### src/hw/icache_geom_pkg.sv
// Geometry and replacement constants of the two-way instruction cache.
// The sizes are fixed, and tag_w + index_w + offset_w must equal the
// address width in icache_bus_pkg.
`default_nettype none

package icache_geom_pkg;

    // 64 sets, each set holds one word per way
    localparam int unsigned num_sets = 64;

    // set index taken from address bits 8..3
    localparam int unsigned index_w = 6;

    // tag is address bits 63..9
    localparam int unsigned tag_w = 55;

    // low bits ignored, so every line holds a single word
    localparam int unsigned offset_w = 3;

    // saturating age counters per way and per set
    localparam int unsigned age_w = 3;
    localparam int unsigned age_max = 7;

endpackage

`default_nettype wire

### src/hw/icache_bus_pkg.sv
// Fetch and memory bus widths, plus the fetch address view.
// The address fields take their widths from icache_geom_pkg, and the
// struct inside the union must fill addr_w exactly.
`default_nettype none

package icache_bus_pkg;

    // byte address on both the fetch and the memory side
    localparam int unsigned addr_w = 64;

    // one instruction word
    localparam int unsigned inst_w = 32;

    // same 64 bits, read flat for the memory bus or split for the lookup
    typedef union packed {
        logic [addr_w-1:0] flat;
        struct packed {
            logic [icache_geom_pkg::tag_w-1:0]    tag;
            logic [icache_geom_pkg::index_w-1:0]  index;
            logic [icache_geom_pkg::offset_w-1:0] offset;
        } f;
    } fetch_addr_u;

endpackage

`default_nettype wire

### src/hw/icache_data_ram.sv
// Instruction word array of one cache way.
// Registered read with one cycle of latency and no reset.
`default_nettype none

module icache_data_ram (
    input  logic                                clk,
    input  logic [icache_geom_pkg::index_w-1:0] i_index,
    input  logic                                i_we,
    input  logic [icache_bus_pkg::inst_w-1:0]   i_data,
    output logic [icache_bus_pkg::inst_w-1:0]   o_data
);

    logic [icache_bus_pkg::inst_w-1:0] words [icache_geom_pkg::num_sets];

    always_ff @(posedge clk) begin
        if (i_we) begin
            words[i_index] <= i_data;
        end
        o_data <= words[i_index];
    end

    // a refill must land in a known set
    a_we_index_known: assert property (
        @(posedge clk) i_we |-> !$isunknown(i_index)
    ) else $error("icache_data_ram: write with unknown index %h", i_index);

endmodule

`default_nettype wire

### config.mk
export PLATFORM = sky130hd
export DESIGN_NAME = icache_data_ram
export DESIGN_NICKNAME = d
export VERILOG_FILES = /design/src/hw/icache_geom_pkg.sv /design/src/hw/icache_bus_pkg.sv /design/src/hw/icache_data_ram.sv
export SDC_FILE = /design/constraint.sdc
export NUM_CORES = 2
export LEC_CHECK = 0
export BUFFER_PORTS_ARGS = -buffer_cell sky130_fd_sc_hd__buf_2
export CELL_PAD_IN_SITES_DETAIL_PLACEMENT = 1
export CELL_PAD_IN_SITES_GLOBAL_PLACEMENT = 2
export CORE_MARGIN = 2
export CORE_UTILIZATION = 40
export DETAILED_ROUTE_END_ITERATION = 10
export GPL_ROUTABILITY_DRIVEN = 0
export PLACE_DENSITY = 0.71
export SYNTH_ARGS = -nofsm -noshare
export SYNTH_HDL_FRONTEND = slang
export SYNTH_SLANG_ARGS = --single-unit
### constraint.sdc
create_clock -name clk -period 4.6 [get_ports clk]
set_input_delay 1.15 -clock clk [delete_from_list [all_inputs] [get_ports clk]]
set_output_delay 1.15 -clock clk [all_outputs]
set_load 0.01 [all_outputs]
==> run metrics <==
status=complete, no violations; FF-to-FF setup slack=about 1.7 ns; commonest register cell after synthesis=edfxtp_1; CTS tree=yes; I/O Buffers=71; Row Count=163; Detailed Route WL=roughly 240,000 um; Distinct cells, synth=between 50 and 60; fmax=0.241 GHz; hold path cells=1; critical-path maximum fanout=45; cts bufs inserted=around 200; worst path cell trace=buf_8 -> buf_12 -> nor2_4 -> buf_4 -> buf_4 -> a22o_1 -> o21ai_0 -> nand3_1 -> a2111oi_0 -> nand3_1; hold buffers post-CTS=0; Layout Utilization=0.465; worst reg-to-reg path cell count=5; Setup Skew=approximately 0.022 ns; synthesized instance count=about 4.2k; Leak Pwr=29.5 nW; Top Family by Delay on Critical Path=compound AO/OA/AOI/OAI gates; Yosys reg bits=about 2.1k; final setup violating endpoints=0; GR Overflow Total=0; Worst setup EP type=flip-flop; CTS root buffer=clkbuf_16; max-slew violations=0; H-Tree Depth=4; Worst path slowest cell=a2111oi_0; pwr/cell area=432 nW/um^2; post-detailed-route count of antenna-violating nets=0; Post-synth EDFFs=about 2.0k; Crit Reg-Reg Startpoint=words[21][27]; worst hold path class=input port to flip-flop; crit share post-route=0.901; dpl cells=around 7k; Starting Density=0.401; Top Ports=72; DIE HEIGHT=approximately 450 um; final hold viol count=0; Mapped Nets=4,279; ys async rst share=0; CP peak stage delay=between 1 and 1.5 ns; crit start category=input port; Die ar.=201,000 sq um; fraction of layout cells with a size suffix above 1=0.214; DRC=0; Hold WS=roughly 0.58 ns; fillers=18.2k; Worst-path clk slew=approximately 0.060 ns; HP Start=i_data[5]; largest net degree at the start of global routing=65; Worst Tran Pin Value=1.27 ns; Layout Cells excl Fill=7,363; yosys warns=0; fin crit period=4.14 ns; buffer depth of the longest clock path=3; Detailed Place HPWL=144,000 um; post-synthesis sequential area ratio=0.787; Mapped Area=~79,000 sq um; R2R Path End=o_data[27]; first-pass GRT wire length=between 300,000 and 400,000 um; critical path arrival=approximately 4.7 ns; Total Routing Usage GR=0.238; Max Cap Viol=0; chip width=around 450 um; CP Buf/Inv Count=4; vias per cell=approximately 6; clk_lat worst skew=0.84 ns; Post-CTS Setup Inserts=0; core box area=197,000 sq um; Pre-Repair DR Iteration Count=5; CTS sink cnt=2,080; RSZ-0062 raised after global routing=no; Max IR drop VDD=0.404 mV; # nets final=4,575; Hold EP=words[50][5]; routed vias=between 40k and 50k; slew margin rel.=0.151; Worst EP required=about 5.2 ns; crit path kind=input port to flip-flop; Initial DRC Count=roughly 5.5k; post_cts resized=0; wire per inst=around 33 um; initial antenna violation count=32; vias in the first global route=around 44k; Mean Syn Cell Area=about 19 sq um; Area Overhead vs Synth=16.0%
cells in the mapped netlist (15+ instances only):
cell | n | area (sq um)
o2bb2ai_1 | 15 | 131
clkbuf_1 | 168 | 631
mux2i_1 | 259 | 2590
buf_2 | 83 | 415
a2111oi_0 | 15 | 131
o22ai_1 | 93 | 582
a222oi_1 | 16 | 160
mux2_2 | 147 | 1660
a31oi_1 | 43 | 269
a211oi_1 | 17 | 128
buf_1 | 33 | 124
and3_1 | 85 | 532
a221oi_1 | 175 | 1530
o21ai_0 | 84 | 420
nand3_1 | 54 | 270
a21oi_1 | 121 | 606
a22o_1 | 66 | 578
nor3_1 | 22 | 110
nand2_1 | 28 | 105
edfxtp_1 | 2048 | 61500
nor2_1 | 145 | 544
mux4_2 | 96 | 2160
or4_1 | 15 | 113
o22a_1 | 70 | 613
a221o_1 | 15 | 150
dfxtp_1 | 32 | 641
nand2b_1 | 18 | 113
a22oi_1 | 188 | 1410
per-layer routing:
metal  up-vias  global-route usage  share of wire
met5         -                   0        0.00031
li1      18300                   -              -
met2      1828               0.377           0.48
met4        10              0.0665          0.025
met1     23600               0.330           0.42
met3       314              0.0522          0.081
per-stage QoR:
step | worst slack, ns | TNS, ns | total power [W] | area [sq um]
2_1_floorplan | 0.211 | 0 | 0.0225 | 78900
6_report | 0.456 | 0 | 0.0395 | 91500
5_1_grt | 0.465 | 0 | 0.0406 | 91500
3_5_place_dp | -0.230 | -0.344 | 0.0236 | 85000
3_3_place_gp | -0.226 | -0.291 | 0.0236 | 85000
4_1_cts | 0.624 | 0 | 0.0398 | 91500
flip-flops by register name, indices dropped and copies added, names as in the netlist:
name	cells
words	2048
o_data	32
logic make-up after synthesis:
group	share of synthesized area
flops	0.787
compound gates	0.0866
mux	0.0812
simple gates	0.0281
buf+inv	0.0168
power by group:
group | internal, W | switching (W) | leakage [nW]
clock | 0.00921 | 0.00708 | 3.17
combinational | 0.000688 | 0.00148 | 7.66
sequential | 0.0210 | 0.0000870 | 18.7
total | 0.0309 | 0.00865 | 29.5
cell usage in the layout, fill, tap and decap left out, drive strengths merged, types with 8 or more instances in the layout:
cell type	count
nand2	28
mux4	96
clkbuf	271
a221o	15
or4	15
a211oi	17
mux2	147
mux2i	259
clkinv	80
edfxtp	2048
o21ai	85
a222oi	16
a221oi	175
a2111oi	15
o22a	70
a22oi	188
a31oi	43
a21oi	121
inv	10
and3	85
nor2b	8
o2bb2ai	15
or4b	14
o22ai	93
bufinv	13
dfxtp	32
diode	13
a22o	66
nand3	54
nand2b	18
nor2	145
nor3	22
nor4	14
buf	391
how the worst max path moves through the flow:
stage,startpoint,end,cells after the start
after floorplan,i_index[2],words[15][0],8
after global placement,i_index[0],o_data[24],10
after detailed placement,i_index[0],o_data[24],10
after CTS,i_index[0],o_data[24],10
after global routing,i_index[0],o_data[24],10
final,i_index[0],o_data[24],10
final cells by class:
class / instances / area (sq um) / share of cell area
sequential: 2080 / 62100 / 0.679
multi-input combinational: 1859 / 16000 / 0.175
clock buffer: 271 / 5570 / 0.0609
timing repair buffer: 391 / 3530 / 0.0385
tap: 2640 / 3300 / 0.0361
clock inverter: 107 / 887 / 0.00969
antenna: 13 / 32.5 / 0.000355
inverter: 2 / 15.0 / 0.000164
(Power assumes the default switching activity.)
