## src/hw/icache_geom_pkg.sv

```systemverilog
// Geometry and replacement constants of the two-way instruction cache.
// The sizes are fixed, and tag_w + index_w + offset_w must equal the
// address width in icache_bus_pkg.
`default_nettype none

package icache_geom_pkg;

    // 64 sets, each set holds one word per way
    localparam int unsigned num_sets = 64;

    // set index taken from address bits 8..3
    localparam int unsigned index_w = 6;

    // tag is address bits 63..9
    localparam int unsigned tag_w = 55;

    // low bits ignored, so every line holds a single word
    localparam int unsigned offset_w = 3;

    // saturating age counters per way and per set
    localparam int unsigned age_w = 3;
    localparam int unsigned age_max = 7;

endpackage

`default_nettype wire

```

## src/hw/icache_age_lru.sv

```systemverilog
// Age-based victim choice for the two ways of every set.
// Each touch ages all sets, saturating at age_max, then clears the touched
// way of the indexed set. The victim is combinational from the counters and
// expects i_valid0/i_valid1 to belong to the set selected by i_index.
`default_nettype none

module icache_age_lru (
    input  logic                                clk,
    input  logic                                rst,
    input  logic [icache_geom_pkg::index_w-1:0] i_index,
    input  logic                                i_touch,
    input  logic                                i_touch_way,
    input  logic                                i_valid0,
    input  logic                                i_valid1,
    output logic                                o_victim
);

    logic [icache_geom_pkg::age_w-1:0] age0 [icache_geom_pkg::num_sets];
    logic [icache_geom_pkg::age_w-1:0] age1 [icache_geom_pkg::num_sets];
    logic [icache_geom_pkg::age_w-1:0] cur0;
    logic [icache_geom_pkg::age_w-1:0] cur1;

    always_ff @(posedge clk or negedge rst) begin
        if (!rst) begin
            for (int s = 0; s < icache_geom_pkg::num_sets; s++) begin
                age0[s] <= '0;
                age1[s] <= '0;
            end
        end else if (i_touch) begin
            // age every set
            for (int s = 0; s < icache_geom_pkg::num_sets; s++) begin
                if (age0[s] != icache_geom_pkg::age_max) begin
                    age0[s] <= age0[s] + 1'b1;
                end
                if (age1[s] != icache_geom_pkg::age_max) begin
                    age1[s] <= age1[s] + 1'b1;
                end
            end
            // later assignment wins, so the touched way ends at zero
            if (i_touch_way) begin
                age1[i_index] <= '0;
            end else begin
                age0[i_index] <= '0;
            end
        end
    end

    assign cur0 = age0[i_index];
    assign cur1 = age1[i_index];

    // empty way first, then the older one, ties to way 0
    always_comb begin
        if (!i_valid0) begin
            o_victim = 1'b0;
        end else if (!i_valid1) begin
            o_victim = 1'b1;
        end else begin
            o_victim = (cur1 > cur0);
        end
    end

endmodule

`default_nettype wire

```

## config.mk

```make
export PLATFORM = sky130hd
export DESIGN_NAME = icache_age_lru
export DESIGN_NICKNAME = d
export VERILOG_FILES = /design/src/hw/icache_geom_pkg.sv /design/src/hw/icache_age_lru.sv
export SDC_FILE = /design/constraint.sdc
export NUM_CORES = 1
export LEC_CHECK = 0
export BUFFER_PORTS_ARGS = -buffer_cell sky130_fd_sc_hd__buf_2
export CAP_MARGIN = 20
export CORE_MARGIN = 2
export CORE_UTILIZATION = 25
export DETAILED_ROUTE_END_ITERATION = 6
export SLEW_MARGIN = 5
export SYNTH_ARGS = -nofsm -noshare
export SYNTH_HDL_FRONTEND = slang
export SYNTH_SLANG_ARGS = --single-unit
```

## constraint.sdc

```tcl
create_clock -name clk -period 4.4 [get_ports clk]
set_clock_uncertainty 0.15 [all_clocks]
set_input_delay 1.1 -clock clk [delete_from_list [all_inputs] [get_ports clk]]
set_output_delay 1.1 -clock clk [all_outputs]
set_load 0.02 [all_outputs]
```

==> summary.md <==
| Metric | Value |
|---|---|
| Status | finished, violations left |
| Failing checks | negative setup slack |
| Core ar. | around 80000 sq um |
| Syn_nets | 2180 |
| CTS clk-pin slew, worst paths | 60 ps |
| Worst setup SP type | input port |
| Die Span Y | between 200 and 300 um |
| Post-Synth Simple-Gate Area | ~11% |
| CP bufs+invs | 4 |
| Initial antenna violation count | 2 |
| Maximum clock frequency | between 150 and 200 MHz |
| First-pass DRT Iterations | 5 |
| PwrDens | 612 nW/um^2 |
| Post-synth top area share | 46.3% |
| Final Cycle Share | 119% |
| Top delay family on crit path | multiplexers |
| Final setup margin | -825 ps |
| Final setup fails | 1 |
| DRC violations left | 0 |
| Hpwl dp | 45500 um |
| Synthesized area | 20800 sq um |
| Latest clock arrival within the worst-skew pair | 580 ps |
| Cell Area, Placed | between 20000 and 25000 sq um |
| TritonCTS clock tree | done |
| Wirelength per Cell | between 15 and 20 um |
| Cell mode on critical path | buf_12 |
| EDFF count, synth | 0 |
| Sequential area share after synthesis | 46.3% |
| Area delta synth->final | 21.2% |
| Layout cells sized above 1 | 15.5% |
| # hold bufs at CTS | 0 |
| Post-Synthesis Cells | 2037 |
| Post-synthesis mux area share | 10.3% |
| Crit Path Max Fanout | 7 |
| Die footprint | roughly 85000 sq um |
| Maximum vdd drop | 0.000275 V |
| Final Power | 15.4 mW |
| Largest net degree at the start of global routing | 189 |
| Final antenna-violating net count | 0 |
| Total Wirelength | between 60000 and 70000 um |
| CTS Buf Count | 42 |
| Final GP Congestion | 0.929 |
| Asr flop ratio synth | 100% |
| Die width | 292 um |
| CTS sink count | between 300 and 400 |
| Worst path cell trace | buf_12 -> buf_12 -> buf_12 -> mux4_2 -> mux2i_2 -> o22ai_2 -> or4_4 -> ha_4 -> nor2b_1 -> o21a_1 -> o21ai_4 -> a21boi_2 -> buf_4 |
| Nets | 2322 |
| # IOs | 13 |
| Leakage Power | 10.3 nW |
| CTS HTree Levels | 2 |
| Critical path type | in -> out |
| Total gr overflow | 0 |
| # diodes | 0 |
| Synth top area cells | dfrtp_1 46%, nor2_1 8.5%, ha_1 7.9% |
| Starting Density | 25.3% |
| Tmin final | 5220 ps |
| WP data arrival | 3970 ps |
| Worst Setup End Kind | primary output |
| Hold WC Path Type | reg -> reg |
| RSZ-0062 raised after global routing | true |
| GRT Util Overall | 14.9% |
| Commonest cells in the netlist | 471 x nor2_1, 384 x dfrtp_1, 205 x a21oi_1 |
| Critical path required time | 3150 ps |
| Vias | 16500 |
| Synth Area in Adders | 7.90% |
| Hold Fails Final Rpt | 0 |
| Post-synthesis cell type count | 56 |
| Root buf cell | clkbuf_16 |
| Core Rows | 105 |
| Yosys reg bits | 384 |
| Number of global-route vias before repair | ~16000 |
| PortBufs | 12 |
| Most common cell in the netlist | nor2_1 |
| Max-slew violations | 0 |
| Maximum buffer depth of the clock tree | 3 |
| Syn_area_per_cell | 10.2 sq um |
| Largest family of logic cells by synthesized area | compound AO/OA/AOI/OAI gates |
| First-pass GRT wire length | approximately 98000 um |
| Synth Area in Compound Gates | 16.7% |
| Detailed Route Iter0 Violations | 1519 |
| Least-Margin Pin Slew | between 900 and 1000 ps |
| Synth Area in XOR/XNOR | 5.40% |
| Final instance area | 25200 sq um |
| Rel. slew slack | around two fifths |
| Vias per Instance | 5.04 |
| Max-cap violation count | 0 |
| Critical path's slowest cell | or4_4 |
| CP peak stage delay | approximately 580 ps |
| YS warnings | 0 |
| Yosys top cell by area | dfrtp_1 |
| Predominant post-synthesis flop cell | dfrtp_1 |
path summary, 6_finish.rpt:
check / cells past startpoint / slack [ps] / startpoint / endpoint
worst max-delay path: 13 / -820 / i_index[0] / o_victim
worst min-delay path: 2 / 370 / age1[161] / age1[161]
worst max register to register: 4 / 2750 / age1[27] / age1[28]
worst min register to register: 2 / 370 / age1[161] / age1[161]
max in group asynchronous: 2 / 2700 / rst / age1[20]
min in group asynchronous: 1 / 420 / rst / age0[88]
cell type report:
type | instances | area [sq um]
clock buffers | 66 | 1280
multi-input cells | 1550 | 10900
well taps | 1070 | 1340
fillers | 8388 | 57000
flip-flops and latches | 384 | 9610
repair buffers | 198 | 1910
clock inverters | 8 | 65.1
inverters | 3 | 15.0
stage by stage:
stage | hold WS [ps] | setup TNS [ps] | std cells | setup WS, ps | util, %
after floorplan | 321 | -267 | 2037 | -267 | -
after global placement | 341 | -1100 | 3188 | -1100 | 28.3
after detailed placement | 353 | -1080 | 3188 | -1080 | 28.3
after CTS | 367 | -745 | 3275 | -745 | 30.4
after global routing | 393 | -905 | 3279 | -905 | 30.6
final | 367 | -825 | 3279 | -825 | 30.6
what timing repair did:
item / CTS / global route
gates resized for setup: 55 / 15
pin swaps: 19 / 11
setup endpoints to repair: 1 / 1
setup buffers: 12 / 1
cloned: 2 / 3
flip-flops by register name, indices dropped and copies added (netlist names):
register,flops
age0,192
age1,192
routing by layer:
layer,track usage [%],vias up,part of all wire (%)
li1,-,7584,-
met1,20.9,8222,46
met2,22.7,552,44
met3,2.96,148,7.1
met4,5.20,4,3.6
met5,0,-,0.042
kinds of logic after synthesis:
family | Yosys count
AOI/OAI and AO/OA | 526
xor gates and xnor gates | 128
adders and majority gates | 131
buffers and inverters | 103
DFF | 384
muxes | 190
and+or+nand+nor | 575
power breakdown:
| group | internal, mW | leakage (nW) | switching (mW) |
|---|---|---|---|
| sequential | 4.96 | 4.14 | 1.63 |
| clock | 2.01 | 0.664 | 1.52 |
| combinational | 2.71 | 5.47 | 2.56 |
tightest hold or removal path: stages (launching register included):
cell and delay, ps:
dfrtp_1 360, a21oi_1 50, nor2_1 70
cells in the final DEF, fill, tap and decap left out, drive strengths merged, types with 5 or more instances in the layout:
cell / netlist / routed
o221ai: 5 / 5
nor2b: 11 / 11
nor3: 12 / 12
buf: 34 / 194
and2: 5 / 5
a221oi: 56 / 56
a32oi: 5 / 5
mux4: 18 / 18
nand3: 10 / 10
a21boi: 129 / 129
o21ai: 31 / 31
dfrtp: 384 / 384
nand2: 42 / 42
o22ai: 19 / 19
a21oi: 205 / 205
clkbuf: 66 / 69
mux2i: 160 / 160
mux2: 12 / 12
nand2b: 5 / 5
a22oi: 46 / 46
a22o: 6 / 6
ha: 131 / 131
clkinv: 1 / 5
xnor2: 128 / 128
nor2: 471 / 471
Note: power is estimated with default switching activity, not from simulation.
