$ cat config.mk
export PLATFORM = sky130hd
export DESIGN_NAME = icache_ctrl
export DESIGN_NICKNAME = d
export VERILOG_FILES = /design/src/hw/icache_geom_pkg.sv /design/src/hw/icache_bus_pkg.sv /design/src/hw/icache_ctrl.sv
export SDC_FILE = /design/constraint.sdc
export NUM_CORES = 1
export LEC_CHECK = 0
export ABC_CLOCK_PERIOD_IN_PS = 3700
export BUFFER_PORTS_ARGS = -buffer_cell sky130_fd_sc_hd__buf_2
export CORE_AREA = 2 2 186 188
export DETAILED_ROUTE_END_ITERATION = 12
export DIE_AREA = 0 0 188 190
export PLACE_DENSITY_LB_ADDON = 0.05
export REMOVE_ABC_BUFFERS = 1
export SYNTH_ARGS = -nofsm -noshare
export SYNTH_HDL_FRONTEND = slang
export SYNTH_SLANG_ARGS = --single-unit
$ cat constraint.sdc
create_clock -name clk -period 3.7 [get_ports clk]
set_input_delay 0.185 -clock clk [delete_from_list [all_inputs] [get_ports clk]]
set_output_delay 0.185 -clock clk [all_outputs]
set_load 0.05 [all_outputs]
$ cat src/hw/icache_geom_pkg.sv
// Geometry and replacement constants of the two-way instruction cache.
// The sizes are fixed, and tag_w + index_w + offset_w must equal the
// address width in icache_bus_pkg.
`default_nettype none

package icache_geom_pkg;

    // 64 sets, each set holds one word per way
    localparam int unsigned num_sets = 64;

    // set index taken from address bits 8..3
    localparam int unsigned index_w = 6;

    // tag is address bits 63..9
    localparam int unsigned tag_w = 55;

    // low bits ignored, so every line holds a single word
    localparam int unsigned offset_w = 3;

    // saturating age counters per way and per set
    localparam int unsigned age_w = 3;
    localparam int unsigned age_max = 7;

endpackage

`default_nettype wire

$ cat src/hw/icache_bus_pkg.sv
// Fetch and memory bus widths, plus the fetch address view.
// The address fields take their widths from icache_geom_pkg, and the
// struct inside the union must fill addr_w exactly.
`default_nettype none

package icache_bus_pkg;

    // byte address on both the fetch and the memory side
    localparam int unsigned addr_w = 64;

    // one instruction word
    localparam int unsigned inst_w = 32;

    // same 64 bits, read flat for the memory bus or split for the lookup
    typedef union packed {
        logic [addr_w-1:0] flat;
        struct packed {
            logic [icache_geom_pkg::tag_w-1:0]    tag;
            logic [icache_geom_pkg::index_w-1:0]  index;
            logic [icache_geom_pkg::offset_w-1:0] offset;
        } f;
    } fetch_addr_u;

endpackage

`default_nettype wire

$ cat src/hw/icache_ctrl.sv
// Lookup and refill controller of the two-way instruction cache.
// One fetch in flight. A hit acks two edges after req is sampled, and a miss
// acks one edge after the memory ack. A new memory req waits for the last
// memory ack to fall. Ack and data hold until the core drops req.
`default_nettype none

module icache_ctrl (
    input  logic                                clk,
    input  logic                                rst,
    input  logic                                i_fetch_req,
    input  icache_bus_pkg::fetch_addr_u         i_fetch_addr,
    output logic                                o_fetch_ack,
    output logic [icache_bus_pkg::inst_w-1:0]   o_fetch_data,
    output logic                                o_mem_req,
    output logic [icache_bus_pkg::addr_w-1:0]   o_mem_addr,
    input  logic                                i_mem_ack,
    input  logic [icache_bus_pkg::inst_w-1:0]   i_mem_data,
    output logic [icache_geom_pkg::index_w-1:0] o_index,
    output logic                                o_tag_we0,
    output logic                                o_tag_we1,
    output logic [icache_geom_pkg::tag_w-1:0]   o_wr_tag,
    input  logic [icache_geom_pkg::tag_w-1:0]   i_tag0,
    input  logic                                i_valid0,
    input  logic [icache_geom_pkg::tag_w-1:0]   i_tag1,
    input  logic                                i_valid1,
    output logic                                o_data_we0,
    output logic                                o_data_we1,
    output logic [icache_bus_pkg::inst_w-1:0]   o_wr_data,
    input  logic [icache_bus_pkg::inst_w-1:0]   i_data0,
    input  logic [icache_bus_pkg::inst_w-1:0]   i_data1,
    output logic                                o_touch,
    output logic                                o_touch_way,
    input  logic                                i_victim
);

    // one-hot state flops
    logic s_idle;
    logic s_lookup;
    logic s_compare;
    logic s_refill;
    logic s_fill;
    logic s_respond;

    icache_bus_pkg::fetch_addr_u addr_q;
    logic [icache_bus_pkg::inst_w-1:0] refill_q;
    logic victim_q;
    logic hit0;
    logic hit1;
    logic hit;
    logic mem_done;

    assign hit0 = i_valid0 && (i_tag0 == addr_q.f.tag);
    assign hit1 = i_valid1 && (i_tag1 == addr_q.f.tag);
    assign hit = hit0 || hit1;
    assign mem_done = s_refill && o_mem_req && i_mem_ack;

    always_ff @(posedge clk or negedge rst) begin
        if (!rst) begin
            s_idle <= 1'b1;
            s_lookup <= 1'b0;
            s_compare <= 1'b0;
            s_refill <= 1'b0;
            s_fill <= 1'b0;
            s_respond <= 1'b0;
            o_fetch_ack <= 1'b0;
            o_mem_req <= 1'b0;
        end else begin
            if (s_idle && i_fetch_req) begin
                s_idle <= 1'b0;
                s_lookup <= 1'b1;
            end
            // RAM read issued from the latched index
            if (s_lookup) begin
                s_lookup <= 1'b0;
                s_compare <= 1'b1;
            end
            if (s_compare) begin
                s_compare <= 1'b0;
                if (hit) begin
                    s_respond <= 1'b1;
                    o_fetch_ack <= 1'b1;
                end else begin
                    s_refill <= 1'b1;
                    o_mem_req <= !i_mem_ack;
                end
            end
            // previous memory ack may still be high
            if (s_refill) begin
                if (mem_done) begin
                    o_mem_req <= 1'b0;
                    s_refill <= 1'b0;
                    s_fill <= 1'b1;
                end else if (!o_mem_req && !i_mem_ack) begin
                    o_mem_req <= 1'b1;
                end
            end
            if (s_fill) begin
                s_fill <= 1'b0;
                s_respond <= 1'b1;
                o_fetch_ack <= 1'b1;
            end
            if (s_respond && !i_fetch_req) begin
                s_respond <= 1'b0;
                s_idle <= 1'b1;
                o_fetch_ack <= 1'b0;
            end
        end
    end

    // address, victim and returned word
    always_ff @(posedge clk) begin
        if (s_idle && i_fetch_req) begin
            addr_q <= i_fetch_addr;
        end
        if (s_compare) begin
            victim_q <= i_victim;
        end
        if (mem_done) begin
            refill_q <= i_mem_data;
        end
        if (s_compare && hit) begin
            o_fetch_data <= hit1 ? i_data1 : i_data0;
        end else if (s_fill) begin
            o_fetch_data <= refill_q;
        end
    end

    assign o_mem_addr = addr_q.flat;
    assign o_index = addr_q.f.index;
    assign o_wr_tag = addr_q.f.tag;
    assign o_wr_data = refill_q;

    // fill writes the victim way only
    assign o_tag_we0 = s_fill && !victim_q;
    assign o_tag_we1 = s_fill && victim_q;
    assign o_data_we0 = s_fill && !victim_q;
    assign o_data_we1 = s_fill && victim_q;

    // ages update on the edge where ack rises
    assign o_touch = (s_compare && hit) || s_fill;
    assign o_touch_way = s_fill ? victim_q : hit1;

    a_state_onehot: assert property (
        @(posedge clk) disable iff (!rst)
        $onehot({s_idle, s_lookup, s_compare, s_refill, s_fill, s_respond})
    ) else $error("icache_ctrl: state not one-hot");

    // both tag RAMs must never hold the same valid tag for one set
    a_single_hit: assert property (
        @(posedge clk) disable iff (!rst) s_compare |-> !(hit0 && hit1)
    ) else $error("icache_ctrl: tag %h hits both ways", addr_q.f.tag);

    a_req_ack_apart: assert property (
        @(posedge clk) disable iff (!rst) !(o_mem_req && o_fetch_ack)
    ) else $error("icache_ctrl: o_mem_req high with o_fetch_ack");

endmodule

`default_nettype wire

==> out/metrics.json, run 1 <==
{
  "worst_setup_path": {
    "crit_required_ns": 3.51,
    "crit_path_frequent_cell": "sky130_fd_sc_hd__nand4_1",
    "worst_r2r_path_depth": 7,
    "critical_path_arrival_ns": 3.11,
    "cpPeakStageDelay_ns": 0.51,
    "end_kind": "primary output",
    "series_of_cell_instances_along_the_critical_path": "xnor2_1, nand4_1, nor4_1, nand4_1, a21boi_4, or2_2, buf_2",
    "critical_path.slowest_cell": "sky130_fd_sc_hd__edfxtp_1",
    "critical_path_peak_fanout": 11,
    "crit_path_start_kind": "flip-flop",
    "r2r-start": "o_mem_addr[28]",
    "crit_start": "o_mem_addr[30]",
    "critPathKind": "flip-flop to primary output"
  },
  "place": {
    "detail_placement_hpwl_um": 22470,
    "port_buffers": 473,
    "place.gp.congestion": 0.7696,
    "place_ws_ns": 0.6201,
    "placed_cell_area_um2": 9361
  },
  "timing": {
    "setup_violations": 0,
    "finalHoldWorstSlack_ns": 0.1279,
    "timing.slew.headroom": 0.3925,
    "worst-slew-pin-transition_ns": 0.9112,
    "final_hold_viol_count": 0,
    "report.final.slew_viol_count": 0,
    "layout_worst_path_cycle_share": 0.8907,
    "rsz0062_at_grt": "false",
    "final.setup_skew_ns": 0.01064,
    "clock.fmax_ghz": 0.3034,
    "layout_min_cycle_time_ns": 3.296,
    "fin_ws_ns": 0.4043
  },
  "routing": {
    "ant_nets": 0,
    "drc": 0,
    "avgRoutedWirePerCell_um": 19.20,
    "drt-pass1-iter-count": 4,
    "number_of_drc_markers_after_the_initial_detailed_route_iteration": 160,
    "finalWirelength_um": 27630,
    "viasPerCell": 3.732,
    "dr_vias": 5370
  },
  "synthesis": {
    "cell_count_after_synthesis": 439,
    "synth_area_per_cell_um2": 15.76,
    "synth_warnings": 0,
    "synth.ff_latch_count": 136,
    "netlist_area_um2": 6918,
    "synth_seq_area_share": 0.5855,
    "synth.distinct_cells": 31
  },
  "clock_network": {
    "tritoncts": "built",
    "worst_skew_pair.late_latency_ns": 0.44,
    "ctsResizeCount": 0,
    "clkTransAtPathRegs_ns": 0.06,
    "cts_made_buffers": 17,
    "cts-root-to-sink-buffers": 2,
    "cts_root_buffer": "sky130_fd_sc_hd__clkbuf_16",
    "tritoncts_num_sinks": 136,
    "cts_max_level": 4
  },
  "floorplan": {
    "core_region_area_um2": 33950,
    "dieArea_um2": 35720,
    "die_width_um": 188,
    "core.rowCount": 68,
    "i_o_pin_total": 474,
    "initial_core_utilization": 0.2038,
    "die_h_um": 190
  },
  "global_route": {
    "globalRouteMet2Util": 0.2865,
    "met1_usage": 0.1630,
    "global_route.peak_usage_layer": "met2",
    "overall_global_routing_resource_usage": 0.1531,
    "use_met3": 0.05497,
    "grt_pass1_vias": 5849,
    "initial_antenna_violation_count": 5,
    "grt_pass1_wl_um": 38670,
    "global_route.overflow_total": 0,
    "grt_start_max_net_pins": 41
  },
  "pwr": {
    "leakagePower_uw": 0.004744,
    "power_uw": 5855,
    "peakVddDrop_mv": 0.3123,
    "pwr_density_cell_nw_per_um2": 531.5
  },
  "final_layout": {
    "synthToLayoutAreaGrowth_pct": 59.23,
    "final.fill_count": 3512,
    "finalNetCount": 1246,
    "largest_register_ffs": 64,
    "post_route_cells_drive_above_1_share": 0.5947,
    "post-route-cell-area_um2": 11020,
    "final_cell_utilization_of_the_core": 0.3245
  },
  "hold_path": {
    "hp-class": "primary input to async pin"
  },
  "flow_run": {
    "maxCapViolations": 0
  },
  "run_status": {
    "outcome": "finished clean"
  }
}
where the power goes:
part | leakage, uW | switching (uW) | internal [uW]
logic | 0.00316 | 1250 | 548
clock network | 0.000313 | 732 | 1200
registers | 0.00127 | 158 | 1960
path summary, 6_finish.rpt:
| kind | endpoint | slack, ns |
|---|---|---|
| max in group asynchronous | s_idle | 3.34 |
| min in group clk | o_fetch_data[7] | 0.17 |
| hold reg to reg | s_lookup | 0.42 |
| setup reg to reg | o_fetch_data[20] | 0.76 |
| hold / removal | s_respond | 0.13 |
| setup / recovery | o_touch | 0.40 |
worst max-delay path: cells and delay by family, from the launching register on:
family,cells,cell delay (ns)
buffers and inverters,1,0.35
XOR/XNOR,1,0.25
flip-flops,1,0.51
AO/OA/AOI/OAI,1,0.26
AND/OR/NAND/NOR,4,1.30
per-layer routing:
layer | share of wire | vias up | routed length [um]
met5 | 0.0013 | - | 37
met4 | 0.010 | 6 | 277
met3 | 0.070 | 18 | 1932
met2 | 0.54 | 245 | 14860
met1 | 0.38 | 2496 | 10520
li1 | - | 2605 | -
cell usage in the layout, fill, tap and decap left out, types with 2 or more instances in the layout:
| cell type | instances |
|---|---|
| sky130_fd_sc_hd__inv_1 | 5 |
| sky130_fd_sc_hd__nor4_2 | 3 |
| sky130_fd_sc_hd__nor4_1 | 3 |
| sky130_fd_sc_hd__mux2_4 | 56 |
| sky130_fd_sc_hd__dlygate4sd3_1 | 100 |
| sky130_fd_sc_hd__nand2b_1 | 3 |
| sky130_fd_sc_hd__xnor2_1 | 106 |
| sky130_fd_sc_hd__edfxtp_1 | 129 |
| sky130_fd_sc_hd__buf_2 | 473 |
| sky130_fd_sc_hd__nor2b_1 | 4 |
| sky130_fd_sc_hd__buf_4 | 6 |
| sky130_fd_sc_hd__diode_2 | 2 |
| sky130_fd_sc_hd__nand4_1 | 27 |
| sky130_fd_sc_hd__dfrtp_1 | 6 |
| sky130_fd_sc_hd__clkbuf_16 | 17 |
| sky130_fd_sc_hd__inv_6 | 4 |
| sky130_fd_sc_hd__nor2_1 | 4 |
| sky130_fd_sc_hd__bufinv_16 | 5 |
| sky130_fd_sc_hd__mux2_2 | 8 |
| sky130_fd_sc_hd__clkinv_4 | 2 |
synth_stat cells, drive strengths merged:
library cell	count	share of area
a21boi	1	0.0027
a222oi	1	0.0014
a31oi	1	0.00090
and2	2	0.0018
and3	1	0.00090
buf	69	0.081
dfrtp	6	0.022
dfstp	1	0.0038
edfxtp	129	0.56
inv	5	0.0027
mux2	64	0.13
mux2i	1	0.0014
nand2	1	0.00054
nand2b	3	0.0027
nand4	28	0.027
nor2	4	0.0022
nor2b	4	0.0036
nor4	6	0.0081
nor4b	1	0.0022
o2111ai	1	0.0013
o21bai	1	0.0011
o221ai	1	0.0013
o31a	1	0.0013
or2	1	0.00090
xnor2	106	0.13
cell families after synthesis:
logic type      share of synthesized area
simple gates                      0.05046
xor+xnor                           0.1342
compound gates                   0.009950
buf+inv                           0.08392
mux                                0.1360
flops                              0.5855
area by class of cell:
cell class	instances	area, um^2	share of cell area
inverter	5	18.77	0.001704
sequential	136	4050	0.3677
timing repair buffer	580	3433	0.3117
tap	455	569.3	0.05168
clock inverter	14	219.0	0.01988
clock buffer	18	429.2	0.03896
antenna	2	5.005	0.0004543
multi-input combinational	229	2291	0.2080
metrics by stage:
stage / setup TNS, ns / instances
6_report: 0 / 1439
5_1_grt: 0 / 1439
4_1_cts: 0 / 1437
3_5_place_dp: 0 / 1305
3_3_place_gp: 0 / 1305
2_1_floorplan: -39.28 / 370
what timing repair did:
action | 4_1_cts | 5_1_grt
setup endpoints to repair | 0 | 0
endpoints found under the hold margin | 106 | 0
setup buffers | 0 | 0
hold buffers | 100 | 0
(Power assumes the default switching activity.)
==> run 2, diff against run 1 <==
- PLACE_DENSITY_LB_ADDON: 0.05 -> 0.3
==> run 2 against run 1 <==
Effect of this change:
- cell count stayed put
- global-route usage is 0.47 points lower
- register-to-register slack worse by 0.19 ns
- core utilization hardly changed
- worst setup slack worse by 0.095 ns
- critical path depth stayed put
- first-iteration DRC count is 87% higher
- clock skew is 0.00075 ns lower
- clock-buffer cell count is 1 higher
- wire length is 1.2% lower
- power is 1.7% lower
- critical path type unchanged
- critical endpoint unchanged
==> out/metrics.json, run 2 (synthesis gave the netlist of run 1 again) <==
{
  "timing": {
    "layout_worst_path_cycle_share": {"value": 0.9165, "change": "+0.02574"},
    "setup_violations": {"value": 0, "change": "unchanged"},
    "report.final.slew_viol_count": {"value": 0, "change": "unchanged"},
    "rsz0062_at_grt": "false",
    "final.setup_skew": {"value": 0.009886, "unit": "ns", "change": "-0.0007500 ns"},
    "finalHoldWorstSlack": {"value": 0.1209, "unit": "ns", "change": "-0.006948 ns"},
    "worst-slew-pin-transition": {"value": 0.9467, "unit": "ns", "change": "+0.03549 ns"},
    "clock.fmax": {"value": 0.2949, "unit": "GHz", "change": "-2.8%"},
    "timing.slew.headroom": {"value": 0.3689, "change": "-0.02366"},
    "final_hold_viol_count": {"value": 0, "change": "unchanged"},
    "layout_min_cycle_time": {"value": 3.391, "unit": "ns", "change": "+0.09523 ns"}
  },
  "run_status": {
    "outcome": "finished clean"
  },
  "flow_run": {
    "maxCapViolations": {"value": 0, "change": "unchanged"}
  },
  "clock_network": {
    "clkTransAtPathRegs": {"value": 0.06, "unit": "ns", "change": "about the same"},
    "cts_root_buffer": "sky130_fd_sc_hd__clkbuf_16",
    "cts_made_buffers": {"value": 17, "change": "unchanged"},
    "tritoncts": "built",
    "cts_max_level": {"value": 4, "change": "unchanged"},
    "ctsResizeCount": {"value": 0, "change": "unchanged"},
    "postCtsSetupBuffers": {"value": 0, "change": "unchanged"},
    "worst_skew_pair.late_latency": {"value": 0.42, "unit": "ns", "change": "-0.02 ns"},
    "tritoncts_num_sinks": {"value": 136, "change": "unchanged"},
    "cts-root-to-sink-buffers": {"value": 2, "change": "unchanged"}
  },
  "worst_setup_path": {
    "critPathKind": "flip-flop to primary output",
    "critical_path_arrival": {"value": 3.21, "unit": "ns", "change": "+0.10 ns"},
    "cpPeakStageDelay": {"value": 0.47, "unit": "ns", "change": "-0.04 ns"},
    "crit_required": {"value": 3.51, "unit": "ns", "change": "about the same"},
    "critical_path_peak_fanout": {"value": 8, "change": "-3"},
    "crit_path_start_kind": "flip-flop",
    "critical_path.slowest_cell": "sky130_fd_sc_hd__edfxtp_1",
    "crit_buf_inv": {"value": 1, "change": "unchanged"},
    "end_kind": "primary output",
    "series_of_cell_instances_along_the_critical_path": "xnor2_1, nand4_1, nor4_2, nand4_4, a21boi_4, or2_2, buf_2",
    "r2r-start": "o_mem_addr[9]",
    "crit_start": "o_mem_addr[9]",
    "critical_path.top_delay_family": "simple AND/OR/NAND/NOR gates"
  },
  "routing": {
    "avgRoutedWirePerCell": {"value": 18.96, "unit": "um", "change": "-1.2%"},
    "ant_nets": {"value": 0, "change": "unchanged"},
    "number_of_drc_markers_after_the_initial_detailed_route_iteration": {"value": 299, "change": "+87%"},
    "finalWirelength": {"value": 27290, "unit": "um", "change": "-1.2%"},
    "drt-pass1-iter-count": {"value": 4, "change": "unchanged"},
    "viasPerCell": {"value": 3.860, "change": "+3.4%"},
    "dr_vias": {"value": 5554, "change": "+3.4%"},
    "drc": {"value": 0, "change": "unchanged"}
  },
  "pwr": {
    "portion_of_total_power_attributed_to_sequential_cells": {"value": 0.370, "change": "+0.008"},
    "power_frac_clock": {"value": 0.313, "change": "-0.018"},
    "peakVddDrop": {"value": 0.3525, "unit": "mV", "change": "+13%"},
    "pwr_density_cell": {"value": 523.1, "unit": "nW/um^2", "change": "-1.6%"},
    "power": {"value": 5755, "unit": "uW", "change": "-1.7%"},
    "comb_power_share": {"value": 0.318, "change": "+0.010"},
    "power_spent_charging_and_discharging_nets": {"value": 2120, "unit": "uW", "change": "-1.1%"},
    "intPower": {"value": 3635, "unit": "uW", "change": "-2.1%"},
    "leakagePower": {"value": 0.004735, "unit": "uW", "change": "-0.20%"},
    "sw_frac_of_total": {"value": 0.3683, "change": "+0.002342"}
  },
  "floorplan": {
    "core_region_area": {"value": 33950, "unit": "um^2", "change": "unchanged"},
    "i_o_pin_total": {"value": 474, "change": "unchanged"},
    "dieArea": {"value": 35720, "unit": "um^2", "change": "unchanged"},
    "core.rowCount": {"value": 68, "change": "unchanged"},
    "die_h": {"value": 190, "unit": "um", "change": "unchanged"},
    "die_width": {"value": 188, "unit": "um", "change": "unchanged"},
    "initial_core_utilization": {"value": 0.2038, "change": "unchanged"}
  },
  "hold_path": {
    "hp-class": "primary input to async pin"
  },
  "final_layout": {
    "finalNetCount": {"value": 1248, "change": "+0.16%"},
    "post_route_cells_drive_above_1_share": {"value": 0.5935, "change": "-0.001209"},
    "antenna-diode-count": {"value": 0, "change": "-2"},
    "final_cell_utilization_of_the_core": {"value": 0.3240, "change": "-0.0004430"},
    "mostFrequentLayoutCells": "sky130_fd_sc_hd__buf_2 (473), sky130_fd_sc_hd__edfxtp_1 (129), sky130_fd_sc_hd__xnor2_1 (106)",
    "leading_cell_type_in_the_layout_fill_and_taps_excluded": "sky130_fd_sc_hd__buf_2",
    "post-route-cell-area": {"value": 11000, "unit": "um^2", "change": "-0.14%"},
    "largest_register_ffs": {"value": 64, "change": "unchanged"},
    "synthToLayoutAreaGrowth_pct": 59.02
  },
  "global_route": {
    "grt_start_max_net_pins": {"value": 66, "change": "+61%"},
    "global_route.overflow_total": {"value": 0, "change": "unchanged"},
    "grt_pass1_wl": {"value": 38120, "unit": "um", "change": "-1.4%"},
    "overall_global_routing_resource_usage": {"value": 0.1484, "change": "-0.004661"},
    "initial_antenna_violation_count": {"value": 0, "change": "-5"},
    "grt_pass1_vias": {"value": 5830, "change": "-0.32%"}
  },
  "place": {
    "place.gp.congestion": {"value": 0.9011, "change": "+17%"},
    "port_buffers": {"value": 473, "change": "unchanged"},
    "placed_cell_area": {"value": 9388, "unit": "um^2", "change": "+0.28%"},
    "detail_placement_hpwl": {"value": 21800, "unit": "um", "change": "-3.0%"}
  }
}
## run 2: cell count changes in the layout (fill, tap and decap cells not counted), sizes merged
cell | before | now
clkinv | 4 | 7
clkinvlp | 1 | 2
buf | 480 | 482
diode | 2 | 0
clkbuf | 18 | 19
bufinv | 5 | 4
inv | 9 | 5
## run 2: final timing paths
check                                         to  slack, ns  depth (start not counted)
min in group clk                o_fetch_data[18]       0.18                          3
max in group asynchronous                 s_idle       3.35                          2
worst min register to register          s_lookup       0.42                          1
worst max register to register   o_fetch_data[4]       0.57                          7
worst max-delay path                     o_touch       0.31                          7
worst min-delay path                   o_mem_req       0.12                          2
## run 2: layout make-up
cell class | count | area (um^2)
fillers | 3473 | 22950
flip-flops and latches | 136 | 4050
repair buffers | 582 | 3461
multi-input cells | 229 | 2290
well taps | 455 | 569.3
clock buffers | 19 | 432.9
clock inverters | 13 | 178.9
inverters | 5 | 18.77
## run 2: metal layers
metal,GRT usage,share of wire,vias to the layer above
met5,0,0,-
met4,0.03695,0.011,0
met3,0.03855,0.059,16
met2,0.2447,0.50,222
met1,0.1938,0.43,2713
li1,-,-,2603
## run 2: worst register-to-register path: stages, from the launching register on
cell and delay (ns):
sky130_fd_sc_hd__edfxtp_1 0.47, sky130_fd_sc_hd__xnor2_1 0.44, sky130_fd_sc_hd__nand4_1 0.21, sky130_fd_sc_hd__nor4_2 0.46, sky130_fd_sc_hd__nand4_4 0.33, sky130_fd_sc_hd__buf_4 0.36, sky130_fd_sc_hd__mux2_4 0.33, sky130_fd_sc_hd__mux2_4 0.25
## run 2: timing repair
action / 4_1_cts / 5_1_grt
hold buffers: 100 / 0
setup endpoints to repair: 0 / 0
endpoints found under the hold margin: 106 / 0
## run 2: metrics by stage
stage	worst slack, ns	std cells	setup TNS, ns
finish	0.3090	1439	0
global placement	0.5419	1307	0
detailed placement	0.5159	1307	0
floorplan	-0.8894	370	-39.28
global route	0.02390	1439	0
CTS	0.1668	1439	0
## run 2: power by group through the flow
stage               sequential, uW  combinational (uW)  clock (uW)
floorplan                     2930                 386           0
global placement              2150                1750           0
detailed placement            2160                1750           0
CTS                           2130                1840        1860
global route                  2150                1910        1920
finish                        2130                1830        1800
==> run 3, diff against run 2 <==
- SETUP_SLACK_MARGIN: not set -> 0.4
==> run 3 against run 2 <==
Effect of this change:
- clock power is essentially flat
- global-route usage hardly changed
- die area did not move
- hold slack about the same
- sequential cell count stayed put
- core utilization grew 0.22 points
- cell count grew 0.14%
- final area is 0.69% higher
- critical endpoint unchanged
==> out/metrics.json, run 3 (synthesis gave the netlist of run 1 again) <==
{
  "routing": {
    "finalWirelength": {"value": 27290, "unit": "um", "change": "about the same"},
    "drt-pass1-iter-count": {"value": 5, "change": "+1"},
    "avgRoutedWirePerCell": {"value": 18.94, "unit": "um", "change": "-0.12%"},
    "drc": {"value": 0, "change": "unchanged"},
    "number_of_drc_markers_after_the_initial_detailed_route_iteration": {"value": 258, "change": "-14%"},
    "ant_nets": {"value": 0, "change": "unchanged"},
    "viasPerCell": {"value": 3.865, "change": "+0.15%"},
    "dr_vias": {"value": 5570, "change": "+0.29%"}
  },
  "final_layout": {
    "final-seq-area": {"value": 4050, "unit": "um^2", "change": "unchanged"},
    "finalNetCount": {"value": 1250, "change": "+0.16%"},
    "final_cell_utilization_of_the_core": {"value": 0.3263, "change": "+0.002249"},
    "synthToLayoutAreaGrowth_pct": 60.12,
    "multi_input_comb_area": {"value": 2351, "unit": "um^2", "change": "+2.7%"},
    "leading_cell_type_in_the_layout_fill_and_taps_excluded": "sky130_fd_sc_hd__buf_2",
    "largest_register_ffs": {"value": 64, "change": "unchanged"},
    "antenna-diode-count": {"value": 0, "change": "unchanged"},
    "final.fill_count": {"value": 3466, "change": "-0.20%"},
    "mostFrequentLayoutCells": "sky130_fd_sc_hd__buf_2 (473), sky130_fd_sc_hd__edfxtp_1 (129), sky130_fd_sc_hd__xnor2_1 (101)",
    "post_route_cells_drive_above_1_share": {"value": 0.6004, "change": "+0.006910"}
  },
  "clock_network": {
    "tritoncts": "built",
    "tritoncts_num_sinks": {"value": 136, "change": "unchanged"},
    "cts_root_buffer": "sky130_fd_sc_hd__clkbuf_16",
    "cts_made_buffers": {"value": 17, "change": "unchanged"},
    "clkTransAtPathRegs": {"value": 0.06, "unit": "ns", "change": "about the same"},
    "worst_skew_pair.late_latency": {"value": 0.42, "unit": "ns", "change": "about the same"},
    "cts_max_level": {"value": 4, "change": "unchanged"},
    "cts-root-to-sink-buffers": {"value": 2, "change": "unchanged"}
  },
  "pwr": {
    "power_frac_clock": {"value": 0.312, "change": "about the same"},
    "power": {"value": 5763, "unit": "uW", "change": "+0.14%"},
    "comb_power_share": {"value": 0.319, "change": "about the same"},
    "intPower": {"value": 3640, "unit": "uW", "change": "+0.13%"},
    "pwr_density_cell": {"value": 520.2, "unit": "nW/um^2", "change": "-0.55%"},
    "sw_frac_of_total": {"value": 0.3684, "change": "about the same"},
    "peakVddDrop": {"value": 0.3524, "unit": "mV", "change": "about the same"},
    "portion_of_total_power_attributed_to_sequential_cells": {"value": 0.369, "change": "about the same"},
    "power_spent_charging_and_discharging_nets": {"value": 2123, "unit": "uW", "change": "+0.16%"},
    "leakagePower": {"value": 0.004798, "unit": "uW", "change": "+1.3%"}
  },
  "global_route": {
    "global_route.overflow_total": {"value": 0, "change": "unchanged"},
    "overall_global_routing_resource_usage": {"value": 0.1487, "change": "+0.0003018"},
    "grt_start_max_net_pins": {"value": 66, "change": "unchanged"},
    "initial_antenna_violation_count": {"value": 0, "change": "unchanged"},
    "grt_pass1_vias": {"value": 5833, "change": "+0.051%"},
    "grt_pass1_wl": {"value": 38190, "unit": "um", "change": "+0.18%"}
  },
  "worst_setup_path": {
    "critPathKind": "flip-flop to primary output",
    "cpPeakStageDelay": {"value": 0.49, "unit": "ns", "change": "+0.02 ns"},
    "crit_buf_inv": {"value": 1, "change": "unchanged"},
    "critical_path_arrival": {"value": 2.93, "unit": "ns", "change": "-0.28 ns"},
    "critical_path_peak_fanout": {"value": 6, "change": "-2"},
    "critical_path.top_delay_family": "simple AND/OR/NAND/NOR gates",
    "end_kind": "primary output",
    "crit_path_start_kind": "flip-flop",
    "critical_path.slowest_cell": "sky130_fd_sc_hd__edfxtp_1",
    "crit_required": {"value": 3.51, "unit": "ns", "change": "about the same"},
    "series_of_cell_instances_along_the_critical_path": "xnor2_2, nand4_1, nor4_4, nand4_4, a21boi_4, or2_2, buf_2"
  },
  "timing": {
    "fin_ws": {"value": 0.5883, "unit": "ns", "change": "+0.2793 ns"},
    "final_hold_viol_count": {"value": 0, "change": "unchanged"},
    "final.setup_skew": {"value": 0.009583, "unit": "ns", "change": "-0.0003029 ns"},
    "rsz0062_at_grt": "false",
    "layout_min_cycle_time": {"value": 3.112, "unit": "ns", "change": "-0.2793 ns"},
    "report.final.slew_viol_count": {"value": 0, "change": "unchanged"},
    "final_setup_tns": {"value": 0, "unit": "ns", "change": "unchanged"},
    "worst-slew-pin-transition": {"value": 0.9515, "unit": "ns", "change": "+0.004779 ns"},
    "setup_violations": {"value": 0, "change": "unchanged"},
    "clock.fmax": {"value": 0.3214, "unit": "GHz", "change": "+9.0%"},
    "layout_worst_path_cycle_share": {"value": 0.8410, "change": "-0.07548"},
    "timing.slew.headroom": {"value": 0.3657, "change": "-0.003186"},
    "finalHoldWorstSlack": {"value": 0.1212, "unit": "ns", "change": "+0.0002470 ns"}
  },
  "run_status": {
    "outcome": "finished clean"
  },
  "flow_run": {
    "maxCapViolations": {"value": 0, "change": "unchanged"}
  },
  "place": {
    "port_buffers": {"value": 473, "change": "unchanged"},
    "place_ws": {"value": 0.5159, "unit": "ns", "change": "unchanged"},
    "detail_placement_hpwl": {"value": 21800, "unit": "um", "change": "unchanged"},
    "place.gp.congestion": {"value": 0.9011, "change": "unchanged"}
  },
  "floorplan": {
    "core_region_area": {"value": 33950, "unit": "um^2", "change": "unchanged"},
    "core.rowCount": {"value": 68, "change": "unchanged"},
    "die_h": {"value": 190, "unit": "um", "change": "unchanged"},
    "die_width": {"value": 188, "unit": "um", "change": "unchanged"},
    "dieArea": {"value": 35720, "unit": "um^2", "change": "unchanged"},
    "i_o_pin_total": {"value": 474, "change": "unchanged"},
    "initial_core_utilization": {"value": 0.2038, "change": "unchanged"}
  },
  "hold_path": {
    "hp-class": "primary input to async pin"
  }
}
-- run 3: final cells by class --
| type | count | area share |
|---|---|---|
| Sequential cell | 136 | 0.3656 |
| Timing Repair Buffer | 584 | 0.3138 |
| Multi-Input combinational cell | 229 | 0.2122 |
| Tap cell | 455 | 0.05139 |
| Clock buffer | 19 | 0.03908 |
| Clock inverter | 13 | 0.01615 |
| Inverter | 5 | 0.001694 |
-- run 3: routing by layer --
metal | global-route usage | wire length, um
met5 | 0 | 0
met4 | 0.03664 | 293
met2 | 0.2445 | 13600
met3 | 0.03855 | 1597
met1 | 0.1949 | 11800
-- run 3: timing repair --
action                                  in CTS  in global routing
setup buffers                                2                  0
endpoints found under the setup margin       2                  1
gates cloned                                 0                  0
pin swaps                                    2                  0
endpoints found under the hold margin      106                  0
resized for setup                            5                  3
hold buffers                               100                  0
-- run 3: final timing paths --
| path | startpoint | end | slack, ns | depth (start not counted) |
|---|---|---|---|---|
| max reg2reg | o_mem_addr[9] | o_fetch_data[4] | 0.68 | 8 |
| min | rst | o_mem_req | 0.12 | 2 |
| max in group asynchronous | rst | s_idle | 3.35 | 2 |
| min in group clk | i_data1[18] | o_fetch_data[18] | 0.18 | 3 |
| min reg2reg | s_lookup | s_lookup | 0.42 | 1 |
| max | o_mem_addr[9] | o_touch | 0.59 | 7 |
-- run 3: power by group through the flow --
stage               sequential, uW  clock [uW]  combinational (uW)
detailed placement            2160           0                1750
global route                  2150        1920                1920
global placement              2150           0                1750
finish                        2130        1800                1840
floorplan                     2930           0                 386
CTS                           2130        1860                1850
-- run 3: metrics by stage --
| stage | cell area [um^2] | cells |
|---|---|---|
| after floorplan | 6356 | 370 |
| after global placement | 9388 | 1307 |
| after detailed placement | 9388 | 1307 |
| after CTS | 11050 | 1441 |
| after global routing | 11080 | 1441 |
| final | 11080 | 1441 |
